===== src/scrb_pkg.sv =====
// ******************************
// sizes, cfg register map, FSM state enums and the test data pattern
// ******************************
`default_nettype none

package scrb_pkg;

   localparam int data_w    = 32;
   localparam int addr_w    = 32;
   localparam int id_w      = 4;
   localparam int strb_w    = data_w / 8;  // bytes per beat
   localparam int err_w     = 16;
   localparam int burst_len = 4;
   localparam int beat_w    = $clog2(burst_len);

   // length field of aw and ar carries beats minus one
   localparam logic [7:0] axi_len = 8'(burst_len - 1);

   localparam logic [id_w-1:0] atg_id  = id_w'(1);
   localparam logic [id_w-1:0] scrb_id = id_w'(2);

   localparam int scrb_max_word = 255;
   // first byte address past the scrubbed region
   localparam logic [addr_w-1:0] scrb_end_addr = addr_w'((scrb_max_word + 1) * strb_w);

   localparam logic [data_w-1:0] bad_reg_val = 32'hdead_beef;

   typedef enum logic [2:0] {
      reg_ctl    = 3'd0,  // bit 0 starts writes, bit 1 starts reads
      reg_base   = 3'd1,
      reg_nburst = 3'd2,
      reg_seed   = 3'd3,
      reg_status = 3'd4   // read only
   } cfg_reg_t;

   typedef enum logic [2:0] {
      atg_idle,
      atg_aw,
      atg_w,
      atg_b,
      atg_ar,
      atg_r
   } atg_state_t;

   typedef enum logic [2:0] {
      scrb_idle,
      scrb_aw,
      scrb_w,
      scrb_b,
      scrb_end
   } scrb_state_t;

   // the word at byte address addr holds seed plus the word index, wrapping at 2^32
   function automatic logic [data_w-1:0] atg_pattern(input logic [data_w-1:0] seed,
                                                     input logic [addr_w-1:0] addr);
      return seed + data_w'(addr / strb_w);
   endfunction

endpackage

`default_nettype wire


===== src/axi_if.sv =====
// ******************************
// AXI write bundle (aw, w, b) and read bundle (ar, r)
// ******************************
`timescale 1ns/10ps
`default_nettype none

interface axi_wr_if;
   import scrb_pkg::*;

   logic [id_w-1:0]   awid;
   logic [addr_w-1:0] awaddr;
   logic [7:0]        awlen;
   logic              awvalid;
   logic              awready;

   logic [data_w-1:0] wdata;
   logic [strb_w-1:0] wstrb;
   logic              wlast;
   logic              wvalid;
   logic              wready;

   logic [id_w-1:0]   bid;
   logic [1:0]        bresp;
   logic              bvalid;
   logic              bready;

   modport master (
      output awid, awaddr, awlen, awvalid, wdata, wstrb, wlast, wvalid, bready,
      input  awready, wready, bid, bresp, bvalid
   );

   modport slave (
      input  awid, awaddr, awlen, awvalid, wdata, wstrb, wlast, wvalid, bready,
      output awready, wready, bid, bresp, bvalid
   );
endinterface

interface axi_rd_if;
   import scrb_pkg::*;

   logic [id_w-1:0]   arid;
   logic [addr_w-1:0] araddr;
   logic [7:0]        arlen;
   logic              arvalid;
   logic              arready;

   logic [id_w-1:0]   rid;
   logic [data_w-1:0] rdata;
   logic [1:0]        rresp;
   logic              rlast;
   logic              rvalid;
   logic              rready;

   modport master (
      output arid, araddr, arlen, arvalid, rready,
      input  arready, rid, rdata, rresp, rlast, rvalid
   );

   modport slave (
      input  arid, araddr, arlen, arvalid, rready,
      output arready, rid, rdata, rresp, rlast, rvalid
   );
endinterface

`default_nettype wire


===== src/cl_tst_scrb.sv =====
// ******************************
// memory test top with the ATG, the scrubber and the port mux
// ******************************
`timescale 1ns/10ps
`default_nettype none

module cl_tst_scrb (
   input  logic                        clk,
   input  logic                        rst_n,

   input  logic [31:0]                 cfg_addr,
   input  logic [scrb_pkg::data_w-1:0] cfg_wdata,
   input  logic                        cfg_wr,
   input  logic                        cfg_rd,
   output logic                        tst_cfg_ack,
   output logic [scrb_pkg::data_w-1:0] tst_cfg_rdata,

   input  logic                        scrb_enable,
   output logic                        scrb_done,
   output logic [2:0]                  scrb_dbg_state,
   output logic [scrb_pkg::addr_w-1:0] scrb_dbg_addr,

   output logic [scrb_pkg::id_w-1:0]   awid,
   output logic [scrb_pkg::addr_w-1:0] awaddr,
   output logic [7:0]                  awlen,
   output logic                        awvalid,
   input  logic                        awready,
   output logic [scrb_pkg::data_w-1:0] wdata,
   output logic [scrb_pkg::strb_w-1:0] wstrb,
   output logic                        wlast,
   output logic                        wvalid,
   input  logic                        wready,
   input  logic [scrb_pkg::id_w-1:0]   bid,
   input  logic [1:0]                  bresp,
   input  logic                        bvalid,
   output logic                        bready,

   output logic [scrb_pkg::id_w-1:0]   arid,
   output logic [scrb_pkg::addr_w-1:0] araddr,
   output logic [7:0]                  arlen,
   output logic                        arvalid,
   input  logic                        arready,
   input  logic [scrb_pkg::id_w-1:0]   rid,
   input  logic [scrb_pkg::data_w-1:0] rdata,
   input  logic [1:0]                  rresp,
   input  logic                        rlast,
   input  logic                        rvalid,
   output logic                        rready
);
   import scrb_pkg::*;

   logic              start_wr;
   logic              start_rd;
   logic [addr_w-1:0] base;
   logic [7:0]        nburst;
   logic [data_w-1:0] seed;
   logic              busy;
   logic              done;
   logic [err_w-1:0]  err_cnt;

   axi_wr_if atg_wr ();
   axi_wr_if scrb_wr ();
   axi_rd_if atg_rd ();

   tst_cfg_regs cfg_regs_i (
      .clk, .rst_n,
      .cfg_addr, .cfg_wdata, .cfg_wr, .cfg_rd, .tst_cfg_ack, .tst_cfg_rdata,
      .start_wr, .start_rd, .base, .nburst, .seed, .busy, .done, .err_cnt
   );

   tst_atg atg_i (
      .clk, .rst_n,
      .start_wr, .start_rd, .base, .nburst, .seed, .busy, .done, .err_cnt,
      .wr (atg_wr.master),
      .rd (atg_rd.master)
   );

   mem_scrb scrb_i (
      .clk, .rst_n,
      .scrb_enable,
      .scrb_done,
      .dbg_state (scrb_dbg_state),
      .dbg_addr  (scrb_dbg_addr),
      .wr        (scrb_wr.master)
   );

   // the write port belongs to the scrubber for as long as scrb_enable is high
   assign awid    = scrb_enable ? scrb_wr.awid    : atg_wr.awid;
   assign awaddr  = scrb_enable ? scrb_wr.awaddr  : atg_wr.awaddr;
   assign awlen   = scrb_enable ? scrb_wr.awlen   : atg_wr.awlen;
   assign awvalid = scrb_enable ? scrb_wr.awvalid : atg_wr.awvalid;
   assign wdata   = scrb_enable ? scrb_wr.wdata   : atg_wr.wdata;
   assign wstrb   = scrb_enable ? scrb_wr.wstrb   : atg_wr.wstrb;
   assign wlast   = scrb_enable ? scrb_wr.wlast   : atg_wr.wlast;
   assign wvalid  = scrb_enable ? scrb_wr.wvalid  : atg_wr.wvalid;
   assign bready  = scrb_enable ? scrb_wr.bready  : atg_wr.bready;

   assign atg_wr.awready  = ~scrb_enable & awready;
   assign scrb_wr.awready =  scrb_enable & awready;
   assign atg_wr.wready   = ~scrb_enable & wready;
   assign scrb_wr.wready  =  scrb_enable & wready;
   assign atg_wr.bvalid   = ~scrb_enable & bvalid;
   assign scrb_wr.bvalid  =  scrb_enable & bvalid;
   assign atg_wr.bid      = bid;
   assign atg_wr.bresp    = bresp;
   assign scrb_wr.bid     = bid;
   assign scrb_wr.bresp   = bresp;

   // ATG reads are fenced off in both directions during a scrub, so no beat goes unseen
   assign arid    = atg_rd.arid;
   assign araddr  = atg_rd.araddr;
   assign arlen   = atg_rd.arlen;
   assign arvalid = ~scrb_enable & atg_rd.arvalid;
   assign rready  = ~scrb_enable & atg_rd.rready;

   assign atg_rd.arready = ~scrb_enable & arready;
   assign atg_rd.rvalid  = ~scrb_enable & rvalid;
   assign atg_rd.rid     = rid;
   assign atg_rd.rdata   = rdata;
   assign atg_rd.rresp   = rresp;
   assign atg_rd.rlast   = rlast;

endmodule

`default_nettype wire


===== src/mem_scrb.sv =====
// ******************************
// memory scrubber, zero fill of the low region
// ******************************
`timescale 1ns/10ps
`default_nettype none

module mem_scrb (
   input  logic                        clk,
   input  logic                        rst_n,

   input  logic                        scrb_enable,
   output logic                        scrb_done,
   output scrb_pkg::scrb_state_t       dbg_state,
   output logic [scrb_pkg::addr_w-1:0] dbg_addr,

   axi_wr_if.master                    wr
);
   import scrb_pkg::*;

   scrb_state_t       state;
   logic [addr_w-1:0] cur_addr;
   logic [beat_w-1:0] beat_cnt;

   assign scrb_done = (state == scrb_end);
   assign dbg_state = state;
   assign dbg_addr  = cur_addr;

   assign wr.awid    = scrb_id;
   assign wr.awaddr  = cur_addr;
   assign wr.awlen   = axi_len;
   assign wr.awvalid = (state == scrb_aw);
   assign wr.wdata   = '0;
   assign wr.wstrb   = '1;
   assign wr.wlast   = (beat_cnt == beat_w'(burst_len - 1));
   assign wr.wvalid  = (state == scrb_w);
   assign wr.bready  = (state == scrb_b);

   always_ff @(posedge clk or negedge rst_n) begin
      if (!rst_n) begin
         state    <= scrb_idle;
         cur_addr <= '0;
         beat_cnt <= '0;
      end else if (!scrb_enable) begin
         // dropping the enable abandons the pass, the next one starts from word 0
         state    <= scrb_idle;
         cur_addr <= '0;
         beat_cnt <= '0;
      end else begin
         case (state)
            scrb_idle: state <= scrb_aw;
            scrb_aw: begin
               if (wr.awready)
                  state <= scrb_w;
            end
            scrb_w: begin
               if (wr.wready) begin
                  cur_addr <= cur_addr + addr_w'(strb_w);
                  beat_cnt <= beat_cnt + 1'b1;
                  if (wr.wlast) begin
                     beat_cnt <= '0;
                     state    <= scrb_b;
                  end
               end
            end
            scrb_b: begin
               if (wr.bvalid)
                  state <= (cur_addr == scrb_end_addr) ? scrb_end : scrb_aw;
            end
            scrb_end: state <= scrb_end;  // held until the enable drops
            default:  state <= scrb_idle;
         endcase
      end
   end

endmodule

`default_nettype wire


===== src/tst_atg.sv =====
// ******************************
// traffic generator, write bursts then read and compare
// ******************************
`timescale 1ns/10ps
`default_nettype none

module tst_atg (
   input  logic                        clk,
   input  logic                        rst_n,

   input  logic                        start_wr,
   input  logic                        start_rd,
   input  logic [scrb_pkg::addr_w-1:0] base,
   input  logic [7:0]                  nburst,
   input  logic [scrb_pkg::data_w-1:0] seed,
   output logic                        busy,
   output logic                        done,
   output logic [scrb_pkg::err_w-1:0]  err_cnt,

   axi_wr_if.master                    wr,
   axi_rd_if.master                    rd
);
   import scrb_pkg::*;

   atg_state_t        state;
   logic [addr_w-1:0] cur_addr;  // byte address of the next beat
   logic [7:0]        burst_cnt;
   logic [beat_w-1:0] beat_cnt;
   logic              last_burst;
   logic              beat_bad;

   assign last_burst = (burst_cnt == nburst - 8'd1);
   assign beat_bad   = (rd.rdata != atg_pattern(seed, cur_addr)) || (rd.rresp != 2'b00);
   assign busy       = (state != atg_idle);

   // payload comes straight from the held address, so it stays put under back-pressure
   assign wr.awid    = atg_id;
   assign wr.awaddr  = cur_addr;
   assign wr.awlen   = axi_len;
   assign wr.awvalid = (state == atg_aw);
   assign wr.wdata   = atg_pattern(seed, cur_addr);
   assign wr.wstrb   = '1;
   assign wr.wlast   = (beat_cnt == beat_w'(burst_len - 1));
   assign wr.wvalid  = (state == atg_w);
   assign wr.bready  = (state == atg_b);

   assign rd.arid    = atg_id;
   assign rd.araddr  = cur_addr;
   assign rd.arlen   = axi_len;
   assign rd.arvalid = (state == atg_ar);
   assign rd.rready  = (state == atg_r);

   always_ff @(posedge clk or negedge rst_n) begin
      if (!rst_n) begin
         state     <= atg_idle;
         done      <= 1'b0;
         err_cnt   <= '0;
         cur_addr  <= '0;
         burst_cnt <= '0;
         beat_cnt  <= '0;
      end else begin
         case (state)
            atg_idle: begin
               if (start_wr || start_rd) begin
                  cur_addr  <= base;
                  burst_cnt <= '0;
                  beat_cnt  <= '0;
                  done      <= (nburst == 8'd0);  // an empty window finishes at once
                  if (nburst != 8'd0)
                     state <= start_wr ? atg_aw : atg_ar;
               end
               if (start_rd && !start_wr)
                  err_cnt <= '0;
            end
            atg_aw: begin
               if (wr.awready)
                  state <= atg_w;
            end
            atg_w: begin
               if (wr.wready) begin
                  cur_addr <= cur_addr + addr_w'(strb_w);
                  beat_cnt <= beat_cnt + 1'b1;
                  if (wr.wlast) begin
                     beat_cnt <= '0;
                     state    <= atg_b;
                  end
               end
            end
            atg_b: begin
               if (wr.bvalid) begin
                  burst_cnt <= burst_cnt + 8'd1;
                  if (last_burst) begin
                     state <= atg_idle;
                     done  <= 1'b1;
                  end else begin
                     state <= atg_aw;
                  end
               end
            end
            atg_ar: begin
               if (rd.arready)
                  state <= atg_r;
            end
            atg_r: begin
               if (rd.rvalid) begin
                  cur_addr <= cur_addr + addr_w'(strb_w);
                  if (beat_bad && (err_cnt != '1))
                     err_cnt <= err_cnt + 1'b1;  // saturates at all ones
                  if (rd.rlast) begin
                     burst_cnt <= burst_cnt + 8'd1;
                     if (last_burst) begin
                        state <= atg_idle;
                        done  <= 1'b1;
                     end else begin
                        state <= atg_ar;
                     end
                  end
               end
            end
            default: state <= atg_idle;
         endcase
      end
   end

endmodule

`default_nettype wire


===== src/tst_cfg_regs.sv =====
// ******************************
// cfg register block for the traffic generator
// ******************************
`timescale 1ns/10ps
`default_nettype none

module tst_cfg_regs (
   input  logic                        clk,
   input  logic                        rst_n,

   input  logic [31:0]                 cfg_addr,
   input  logic [scrb_pkg::data_w-1:0] cfg_wdata,
   input  logic                        cfg_wr,
   input  logic                        cfg_rd,
   output logic                        tst_cfg_ack,
   output logic [scrb_pkg::data_w-1:0] tst_cfg_rdata,

   output logic                        start_wr,
   output logic                        start_rd,
   output logic [scrb_pkg::addr_w-1:0] base,
   output logic [7:0]                  nburst,
   output logic [scrb_pkg::data_w-1:0] seed,
   input  logic                        busy,
   input  logic                        done,
   input  logic [scrb_pkg::err_w-1:0]  err_cnt
);
   import scrb_pkg::*;

   cfg_reg_t          reg_sel;
   logic              addr_ok;
   logic              ctl_wr;
   logic [data_w-1:0] rd_val;

   // cfg_addr is a byte address and the registers sit on word boundaries
   assign reg_sel = cfg_reg_t'(cfg_addr[4:2]);
   assign addr_ok = (cfg_addr[31:5] == '0) && (cfg_addr[1:0] == 2'b00);
   assign ctl_wr  = cfg_wr && addr_ok && (reg_sel == reg_ctl);

   always_comb begin
      rd_val = bad_reg_val;
      if (addr_ok) begin
         case (reg_sel)
            reg_ctl:    rd_val = '0;  // start bits clear themselves
            reg_base:   rd_val = base;
            reg_nburst: rd_val = data_w'(nburst);
            reg_seed:   rd_val = seed;
            reg_status: rd_val = {err_cnt, 14'd0, done, busy};
            default:    rd_val = bad_reg_val;
         endcase
      end
   end

   always_ff @(posedge clk or negedge rst_n) begin
      if (!rst_n) begin
         tst_cfg_ack <= 1'b0;
         start_wr    <= 1'b0;
         start_rd    <= 1'b0;
         base        <= '0;
         nburst      <= '0;
         seed        <= '0;
      end else begin
         tst_cfg_ack <= cfg_wr | cfg_rd;
         start_wr    <= ctl_wr & cfg_wdata[0];
         start_rd    <= ctl_wr & cfg_wdata[1];
         if (cfg_wr && addr_ok) begin
            case (reg_sel)
               reg_base:   base   <= cfg_wdata;  // software keeps this burst aligned
               reg_nburst: nburst <= cfg_wdata[7:0];
               reg_seed:   seed   <= cfg_wdata;
               default:    ;
            endcase
         end
      end
   end

   // status is sampled with the read strobe and shows up together with the ack
   always_ff @(posedge clk) begin
      if (cfg_rd)
         tst_cfg_rdata <= rd_val;
   end

endmodule

`default_nettype wire


===== config.mk =====
export PLATFORM = sky130hd
export DESIGN_NAME = cl_tst_scrb
export DESIGN_NICKNAME = d
export VERILOG_FILES = /design/src/scrb_pkg.sv /design/src/axi_if.sv /design/src/cl_tst_scrb.sv /design/src/mem_scrb.sv /design/src/tst_atg.sv /design/src/tst_cfg_regs.sv
export SDC_FILE = /design/constraint.sdc
export NUM_CORES = 1
export LEC_CHECK = 0
export BUFFER_PORTS_ARGS = -buffer_cell sky130_fd_sc_hd__buf_2
export CORE_ASPECT_RATIO = 0.5
export CORE_MARGIN = 2
export CORE_UTILIZATION = 43
export CTS_CLUSTER_SIZE = 8
export DETAILED_ROUTE_END_ITERATION = 10
export GPL_ROUTABILITY_DRIVEN = 0
export PLACE_DENSITY = 0.75
export SLEW_MARGIN = 5
export SYNTH_ARGS = -nofsm -noshare
export SYNTH_HDL_FRONTEND = slang
export SYNTH_SLANG_ARGS = --single-unit

===== constraint.sdc =====
create_clock -name clk -period 5.4 [get_ports clk]
set_clock_uncertainty 0.15 [all_clocks]
set_input_delay 0.27 -clock clk [delete_from_list [all_inputs] [get_ports clk]]
set_output_delay 0.27 -clock clk [all_outputs]
set_load 0.02 [all_outputs]

# --- Yosys cells after proc, flatten, opt, wreduce, memory -nomap -nowiden ---
# Cells that the tools add are included.
totals:
  ff_bits: 206
  wordCells: 163
op_classes:
  mux: 58
  n_reduce_logical: 31
  eq_ne: 36
  bitwise: 14
  n_addsub: 8
op_table:
  columns: ["op", "count"]
  rows:
  - ["32-bit two-way mux", 8]
  - ["32-bit case mux with 5 select lines", 1]
  - ["32-bit case mux with 3 select lines", 1]
  - ["32-bit by 3-bit adder with 32-bit output, second input constant", 2]
  - ["3-bit two-way mux", 17]
  - ["16-bit two-way mux", 3]
  - ["32-bit by 30-bit adder with 32-bit output", 1]
  - ["32-bit by 11-bit == test with 1-bit output, second input constant", 1]
  - ["8-bit two-way mux", 4]
  - ["32-bit != test", 1]
  - ["16-bit case mux with 2 select lines", 1]
  - ["27-bit logical NOT", 1]
  - ["8-bit case mux with 3 select lines", 1]
  - ["2-bit by 1-bit != test with 1-bit output, second input constant", 11]
  - ["3-bit by 2-bit == test with 1-bit output, second input constant", 6]
  - ["3-bit case mux with 6 select lines", 1]
  - ["16-bit by 1-bit adder with 16-bit output, second input constant", 1]
  - ["2-bit two-way mux", 8]
  - ["16-bit != test, second input constant", 1]
  - ["3-bit case mux with 5 select lines", 1]
  - ["1-bit bitwise AND", 12]
  - ["3-bit == test, second input constant", 4]
  - ["4-bit AND reduction", 3]
  - ["1-bit two-way mux", 10]
  - ["26 further kinds", 47]

# --- Logic depth before layout (Yosys ltp) ---
# Gate-level depths: netlist of the first run.
logic_depth:
  depth_word: 7
  ltp_mapped: 15
  depth_no_buf: 14

# --- Hierarchy ---
# A second synthesis of the first run with hierarchy kept.
hier_totals:
  cells_unflattened: 1625
  area_unflattened_um2: 15379.8
modules_own_cells:
  columns: ["module", "cells_per_inst", "area_per_inst_um2", "seq_area_each_um2", "instances"]
  rows:
  - ["tst_atg", 899, 6988.0, 1551.5, 1]
  - ["tst_cfg_regs", 325, 4713.3, 2837.7, 1]
  - ["mem_scrb", 297, 2586.2, 875.8, 1]
  - ["cl_tst_scrb", 104, 1092.3, 0.0, 1]

# --- Worst setup path before layout of the first run ---
# Ideal clock, no wire load.
synth_path:
  path_kind: "reg2reg"
  start: "register atg_i.cur_addr[2] (netlist: atg_i.rd.araddr[2])"
  end: "register atg_i.err_cnt[6] (netlist name)"
  n_path_buf: 1
  required_time_ps: 5130
  setup_time_ps: 120
  slack_ps: 1226
  path_stages_with_launch: 16
  arrival_time_ps: 3904
  path_cell_list: "dfrtp_1 ha_1 inv_1 fa_1 nand2b_1 a21o_1 a31oi_2 a21oi_1 xnor3_1 or4_1 nor4b_2 nand4_1 nor4b_4 buf_4 o21ai_0 a31o_1"
synth_between:
  elab_chain_cells: 6
synth_rtl:
  columns: ["element", "line", "rtl"]
  rows:
  - ["start, declared", "tst_atg.sv:26", "logic [addr_w-1:0] cur_addr;"]
  - ["start signal, assigned", "tst_atg.sv:65", "cur_addr <= base;"]
  - ["start signal, assigned", "tst_atg.sv:81", "cur_addr <= cur_addr + addr_w'(strb_w);"]
  - ["start signal, assigned", "tst_atg.sv:106", "cur_addr <= cur_addr + addr_w'(strb_w);"]
  - ["32-bit by 30-bit adder with 32-bit output", "scrb_pkg.sv:56", "return seed + data_w'(addr / strb_w);"]
  - ["32-bit != test", "tst_atg.sv:33", "assign beat_bad = (rd.rdata != atg_pattern(seed, cur_addr)) || (rd.rresp != 2'b00);"]
  - ["1-bit logical OR", "tst_atg.sv:33", null]
  - ["1-bit logical AND", "tst_atg.sv:107", "if (beat_bad && (err_cnt != '1))"]
  - ["2-bit by 1-bit != test with 1-bit output (no source line)", null, null]
  - ["4-bit AND reduction (no source line)", null, null]
  - ["end signal, assigned", "tst_atg.sv:108", "err_cnt <= err_cnt + 1'b1;"]
  - ["end, declared", "tst_atg.sv:18", "output logic [scrb_pkg::err_w-1:0] err_cnt,"]
# No other way between the ends.
# A chain may end at the register's enable or synchronous reset.

# --- Worst setup path in the final report of the first run ---
layout_path:
  start: "register atg_i.cur_addr[2] (netlist: atg_i.rd.araddr[2])"
  end: "register atg_i.err_cnt[1] (netlist name)"
# Same word-level chain as after synthesis.

==> results of run 1 <==
==> routing by layer <==
| layer | part of all wire (%) | vias to the layer above | track usage (%) |
|---|---|---|---|
| met3 | 8.1 | 127 | 4.98 |
| met5 | 0.028 | - | 0 |
| met4 | 4.0 | 2 | 9.96 |
| li1 | - | 6048 | - |
| met1 | 42 | 6484 | 36.0 |
| met2 | 45 | 646 | 42.7 |
==> stage by stage <==
step	hold slack [ns]	power, mW	instance area [µm²]	worst slack, ns	util [%]
floorplan	-0.176	3.82	13900	1.23	-
global placement	0.114	4.65	15400	0.600	48.7
detailed placement	0.114	4.70	15400	0.508	48.7
CTS	0.0378	6.36	16600	0.525	52.4
global route	0.0553	6.73	16600	0.179	52.4
finish	0.0170	6.42	16600	0.437	52.4
==> worst max-delay path: stages (launching register included) <==
cell and delay (ns):
dfrtp_1 0.46, ha_1 0.22, inv_1 0.06, fa_1 0.43, nand2b_1 0.22, a21o_1 0.20
a31oi_2 0.34, a21oi_1 0.21, xnor3_1 0.20, or4_1 0.56, nor4b_2 0.29, nand4_1 0.21
nor4b_4 0.69, or2_2 0.43, mux2i_1 0.23
==> layout make-up <==
type	count	area [µm²]
flip-flops and latches	204	5270
fillers	2839	15100
clock inverters	2	25.0
inverters	28	105
multi-input cells	1205	7980
well taps	432	541
repair buffers	334	1910
clock buffers	41	771
diodes	1	2.50
==> repair_timing <==
item / in CTS / in global routing
hold buffers: 38 / 0
gates resized for setup: 0 / 0
hold endpoints to repair: 134 / 0
==> cells in the mapped netlist, types with 5 or more instances <==
| cell | count |
|---|---|
| nand2b_1 | 9 |
| buf_4 | 30 |
| nor2_1 | 177 |
| o21a_1 | 8 |
| a31oi_1 | 6 |
| mux2_2 | 108 |
| a21oi_1 | 111 |
| mux2i_1 | 32 |
| xor2_1 | 47 |
| and3_1 | 33 |
| nand4_1 | 31 |
| nor2b_1 | 17 |
| nand2_1 | 133 |
| buf_2 | 5 |
| clkbuf_1 | 73 |
| edfxtp_1 | 32 |
| a22oi_1 | 5 |
| o22ai_1 | 18 |
| o41ai_1 | 8 |
| nand3_1 | 60 |
| o21ai_0 | 81 |
| dfrtp_1 | 172 |
| xnor2_1 | 43 |
| o31ai_1 | 5 |
| nor4_1 | 21 |
| buf_1 | 5 |
| a211oi_1 | 9 |
| a31o_1 | 5 |
| nor3_1 | 25 |
| a21o_1 | 9 |
| o211ai_1 | 21 |
| or2_2 | 9 |
| ha_1 | 39 |
| or3_1 | 9 |
| inv_1 | 28 |
| nor4b_1 | 6 |
| a31o_2 | 6 |
==> state kept, by name, summed over array words and instances (netlist names) <==
| signal | cells |
|---|---|
| atg_i.rd.araddr | 32 |
| cfg_regs_i.base | 32 |
| cfg_regs_i.seed | 32 |
| cfg_regs_i.tst_cfg_rdata | 32 |
| scrb_i.dbg_addr | 30 |
| atg_i.err_cnt | 16 |
| atg_i.burst_cnt | 8 |
| cfg_regs_i.nburst | 8 |
| atg_i.state | 3 |
| scrb_i.dbg_state | 3 |
| atg_i.beat_cnt | 2 |
| scrb_i.beat_cnt | 2 |
| atg_i.done | 1 |
| cfg_regs_i.start_rd | 1 |
| cfg_regs_i.start_wr | 1 |
| cfg_regs_i.tst_cfg_ack | 1 |
==> logic make-up (layout without fill, tap and decap cells) <==
logic type                 count (synthesis)  count (layout)  share of synthesized area [%]
xor gates and xnor gates                  95              95                           6.54
other                                      2              29                         0.0544
buffers and inverters                    142             405                           4.78
and+or+nand+nor                          556             556                           19.4
muxes                                    140             140                           11.1
DFF                                      204             204                           38.2
adders and majority gates                 40              40                           3.68
AOI/OAI and AO/OA                        346             346                           16.2
==> power groups by stage <==
stage	Combinational (mW)	Clock [mW]	Sequential, mW
after global routing	2.86	1.71	2.16
final	2.63	1.64	2.14
after detailed placement	2.55	0	2.15
after global placement	2.50	0	2.14
after floorplan	1.70	0	2.13
after CTS	2.59	1.64	2.13
==> cells in the final DEF, fill, tap and decap left out, types with 5 or more instances in the layout <==
master,count
a211oi_1,9
a21o_1,9
a21oi_1,110
a22oi_1,5
a31o_1,5
a31o_2,6
a31oi_1,6
and3_1,33
buf_2,278
buf_4,17
clkbuf_1,12
clkbuf_16,29
conb_1,28
dfrtp_1,172
dlygate4sd3_1,38
edfxtp_1,32
ha_1,39
inv_1,28
mux2_2,108
mux2i_1,32
nand2_1,133
nand2b_1,9
nand3_1,60
nand4_1,31
nor2_1,177
nor2b_1,17
nor3_1,24
nor4_1,21
nor4b_1,6
o211ai_1,21
o21a_1,8
o21ai_0,81
o22ai_1,18
o31ai_1,5
o41ai_1,8
or2_2,9
or3_1,9
xnor2_1,43
xor2_1,47
==> worst max-delay path by stage <==
stage	to	cells after the start	from
after global placement	atg_i.err_cnt[1]	14	atg_i.rd.araddr[2]
after detailed placement	atg_i.err_cnt[1]	14	atg_i.rd.araddr[2]
after CTS	atg_i.err_cnt[1]	14	atg_i.rd.araddr[2]
final	atg_i.err_cnt[1]	14	atg_i.rd.araddr[2]
after global routing	atg_i.err_cnt[1]	14	atg_i.rd.araddr[2]
after floorplan	atg_i.err_cnt[6]	15	atg_i.rd.araddr[2]
==> results.md, run 1 <==
* Status: completed
* Worst Hold Class: input port to register
* Post-synthesis sequential area ratio at 38.2%
* Drt drc at 0
* Vias in the first global route at 12200
* Fmax at 0.201 GHz
* DP Wirelength at 33.9 mm
* Min-Delay Endpoint: cfg_regs_i.tst_cfg_rdata[4]
* RR Startpoint: atg_i.rd.araddr[2]
* Yosys warning count at 0
* Inst Count DP at 2165
* Leak at 7.61 nW
* Combinational power share at 41.0%
* RSZ-0062 raised after global routing: false
* Placeable core region at 31700 µm²
* Drt initial violations at 1653
* Share of flip-flops with an asynchronous set or reset at 84.3%
* Crit Path Max Fanout at 13
* Fin nets at 1961
* # H-tree levels at 1
* Pin count of the biggest net entering global routing at 74
* First-pass GRT wire length at 69.7 mm
* Clk sinks at 204
* Psw at 2.75 mW
* Share of cells above drive strength 1 at 25.6%
* Crit share post-route at 91.9%
* Synth area leaders: dfrtp_1 31%, mux2_2 8.8%, edfxtp_1 7.0%, nor2_1 4.8%, a21oi_1 4.0%
* Initial antenna violation count at 1
* Final Non-Filler Cells at 2247
* Initial Util at 43.6%
* Final setup TNS at 0 ns
* Crit path capture type: register
* Type of origin of the critical path: register
* Critical Path AT at 5.28 ns
* Die area at 33600 µm²
* Max_cap viols at 0
* Finish-stage setup viols at 0
* TritonCTS clock tree: built
* Hold Crit Depth at 4
* # IOs at 318
* FF+latch count, synth at 204
* Number of synthesized flops with an enable pin at 32
* Clock-pin slew on the worst setup and hold paths at 0.05 ns
* Clk pwr share at 25.6%
* Row cnt at 46
* Switch share at 42.8%
* Max clock buf depth at 3
* Root Driver: clkbuf_16
* Netlist Area Pre-Place at 13800 µm²
* DRT Pass-1 Iters at 8
* Distinct cells, synth at 85
* Fin. Hold Viols at 0
* Drt total wl at 46.2 mm
* GR Overflow Total at 0
* Clk_lat worst skew at 0.56 ns
* Input/output buffers at 279
* Wire per inst at 20.5 µm
* Post-Syn Instances at 1525
* Flop pwr share at 33.4%
* ANT nets after route at 0
* Post-CTS Setup Bufs at 0
* Worst r2r path cells at 14
* Peak VDD IR at 0.000280 V
* Critical R2R Capture: atg_i.err_cnt[1]
* Fin. max-slew vios at 0
* Vias at 13300
* Worst relative slew slack at 27.8%
* Critical Path RT at 5.72 ns
* PD cells at 387 nW/µm²
* Beginning of the worst hold path: cfg_addr[18]
* R2R setup slack at 0.44 ns
* Worst slew pin tran at 1.07 ns
* Avg Synthesized Cell Area at 9.05 µm²
* P_int at 3.67 mW
* CTS Buf Count at 29
* Worst Path Class, Setup: register to register
* Die Height at 131 µm
* Commonest register cell after synthesis: dfrtp_1
* Min Tclk post-route at 4.96 ns
* Drt via density at 5.92
* Total Routing Usage GR at 26.5%
* Horiz. Die Dim at 257 µm
* Yosys top cell area share at 31.2%
* Layout area overhead at 20.3%
* Synth area leader: dfrtp_1
Note: power is estimated with default switching activity, not from simulation.
==> run 2, diff against run 1 <==
--- a/config.mk
+++ b/config.mk
@@ -12,8 +12,8 @@
 export CTS_CLUSTER_SIZE = 8
 export DETAILED_ROUTE_END_ITERATION = 10
 export GPL_ROUTABILITY_DRIVEN = 0
-export PLACE_DENSITY = 0.75
-export SLEW_MARGIN = 5
+export PLACE_DENSITY = 0.71
+export SLEW_MARGIN = 40
 export SYNTH_ARGS = -nofsm -noshare
 export SYNTH_HDL_FRONTEND = slang
 export SYNTH_SLANG_ARGS = --single-unit
==> results.md, run 2 (synthesized netlist as in run 1, its figures left out) <==
* Status: completed
* DP Wirelength at 33.7 mm (-0.61%)
* Clk_lat worst skew at 0.55 ns (about the same)
* PD cells at 384 nW/µm² (-0.60%)
* Min Tclk post-route at 4.74 ns (-0.223 ns)
* Horiz. Die Dim at 257 µm (unchanged)
* Pin count of the biggest net entering global routing at 72 (-2.7%)
* Clock-pin slew on the worst setup and hold paths at 0.05 ns (about the same)
* Filler Cells Inserted at 2924 (+3.0%)
* GR Overflow Total at 0 (unchanged)
* Crit share post-route at 87.8% (-4.1 points)
* Worst relative slew slack at 42.5% (+15 points)
* Initial antenna violation count at 4 (+3)
* Die area at 33600 µm² (unchanged)
* Crit path capture type: register
* Fmax at 0.211 GHz (+4.7%)
* Critical Path RT at 5.72 ns (about the same)
* Crit Path Max Fanout at 17 (+4)
* TritonCTS clock tree: built
* Finish-stage setup viols at 0 (unchanged)
* Die Height at 131 µm (unchanged)
* # H-tree levels at 1 (unchanged)
* Fin. Hold Viols at 0 (unchanged)
* Drt drc at 0 (unchanged)
* Drt total wl at 45.2 mm (-2.2%)
* Drt via density at 5.78 (-2.4%)
* Worst Hold Class: input port to register
* Layout area overhead at 20.4% (about the same)
* Hold Crit Depth at 4 (unchanged)
* Max_cap viols at 0 (unchanged)
* RSZ-0062 raised after global routing: false
* Wire per inst at 20.1 µm (-2.2%)
* Seq. cell area at 5270 µm² (unchanged)
* # IOs at 318 (unchanged)
* Peak VDD IR at 0.000291 V (+3.9%)
* Footprint of the multi-input gates at 8000 µm² (+0.19%)
* Root Driver: clkbuf_16
* Vias in the first global route at 11700 (-4.2%)
* Vias at 13000 (-2.3%)
* Leak at 7.60 nW (-0.14%)
* Most common cell after layout, fill and taps aside: buf_2
* RR Startpoint: cfg_regs_i.seed[0]
* Total Routing Usage GR at 25.8% (-0.75 points)
* ANT nets after route at 0 (unchanged)
* Type of origin of the critical path: register
* Initial Util at 43.6% (unchanged)
* Critical Path AT at 5.06 ns (-0.22 ns)
* Worst r2r path cells at 15 (+1)
* Final setup TNS at 0 ns (unchanged)
* CTS Buf Count at 29 (unchanged)
* Resize count post-CTS at 0 (unchanged)
* First-pass GRT wire length at 67.6 mm (-3.0%)
* Input/output buffers at 279 (unchanged)
* Share of cells above drive strength 1 at 25.6% (-0.041 points)
* Most frequent cells in the layout: 278 x buf_2, 177 x nor2_1, 172 x dfrtp_1, 133 x nand2_1, 110 x a21oi_1
* Fin. max-slew vios at 0 (unchanged)
* Row cnt at 46 (unchanged)
* Placeable core region at 31700 µm² (unchanged)
* Clk sinks at 204 (unchanged)
* Worst Path Class, Setup: register to register
* Max clock buf depth at 3 (unchanged)
* Fin nets at 1958 (-0.15%)
* Placed cell area at 15400 µm² (about the same)
* Worst slew pin tran at 0.860 ns (-0.214 ns)
* Drt initial violations at 1413 (-15%)
* Cell area after layout at 16600 µm² (about the same)
* Crit path launch: cfg_regs_i.seed[0]
* DRT Pass-1 Iters at 5 (-3)
* Beginning of the worst hold path: cfg_addr[18]
==> run 2: metal layers <==
layer  vias to the layer above  global-route usage (%)  part of all wire (%)
met5                         -                       0                     0
met4                         0                    9.49                   3.7
met3                        86                    4.15                   7.4
met2                       605                    40.1                    44
met1                      6276                    36.6                    44
li1                       6037                       -                     -
==> run 2: cell type report <==
type,instances,area share [%]
Timing Repair Buffer,331,11.4
Multi-Input combinational cell,1205,48.1
Inverter,28,0.633
Antenna cell,4,0.0603
Clock buffer,43,4.68
Tap cell,432,3.25
Clock inverter,2,0.151
Sequential cell,204,31.7
==> run 2: repair_timing <==
item | CTS | global route
hold endpoints to repair | 137 | 0
setup buffers | 0 | 0
hold buffers | 39 | 0
==> run 2: path summary, 6_finish.rpt <==
check / to / slack, ns
setup / recovery: atg_i.err_cnt[1] / 0.66
hold / removal: cfg_regs_i.tst_cfg_rdata[4] / 0.02
setup reg to reg: atg_i.err_cnt[1] / 0.66
hold reg to reg: atg_i.done / 0.35
max in group asynchronous: atg_i.rd.araddr[4] / 3.90
min in group asynchronous: atg_i.beat_cnt[0] / 0.11
==> run 2: per-stage QoR <==
| step | cells | setup WS, ns | util (%) | total power, mW | hold slack (ns) |
|---|---|---|---|---|---|
| 3_5_place_dp | 2161 | 0.740 | 48.7 | 4.68 | 0.135 |
| 3_3_place_gp | 2161 | 0.793 | 48.6 | 4.64 | 0.129 |
| 4_1_cts | 2245 | 0.726 | 52.4 | 6.35 | 0.0156 |
| 2_1_floorplan | 1551 | 1.23 | - | 3.82 | -0.176 |
| 6_report | 2249 | 0.660 | 52.5 | 6.38 | 0.0232 |
| 5_1_grt | 2249 | 0.388 | 52.5 | 6.71 | 0.0406 |
==> run 2: power breakdown <==
group / total (mW) / internal, mW / switching [mW]
clock: 1.65 / 0.981 / 0.667
sequential: 2.17 / 1.76 / 0.418
combinational: 2.56 / 0.924 / 1.64
==> run 2: worst max-delay path: stages, from the launching register on <==
cell and delay [ns]:
dfrtp_1 0.45, ha_1 0.22, inv_1 0.06, fa_1 0.43
nand2b_1 0.21, a21o_1 0.19, a31oi_2 0.34, a21oi_1 0.22
xnor3_1 0.20, or4_1 0.55, nor4b_2 0.28, nand4_1 0.20
nor4b_4 0.29, buf_4 0.29, or2_2 0.35, mux2i_1 0.22
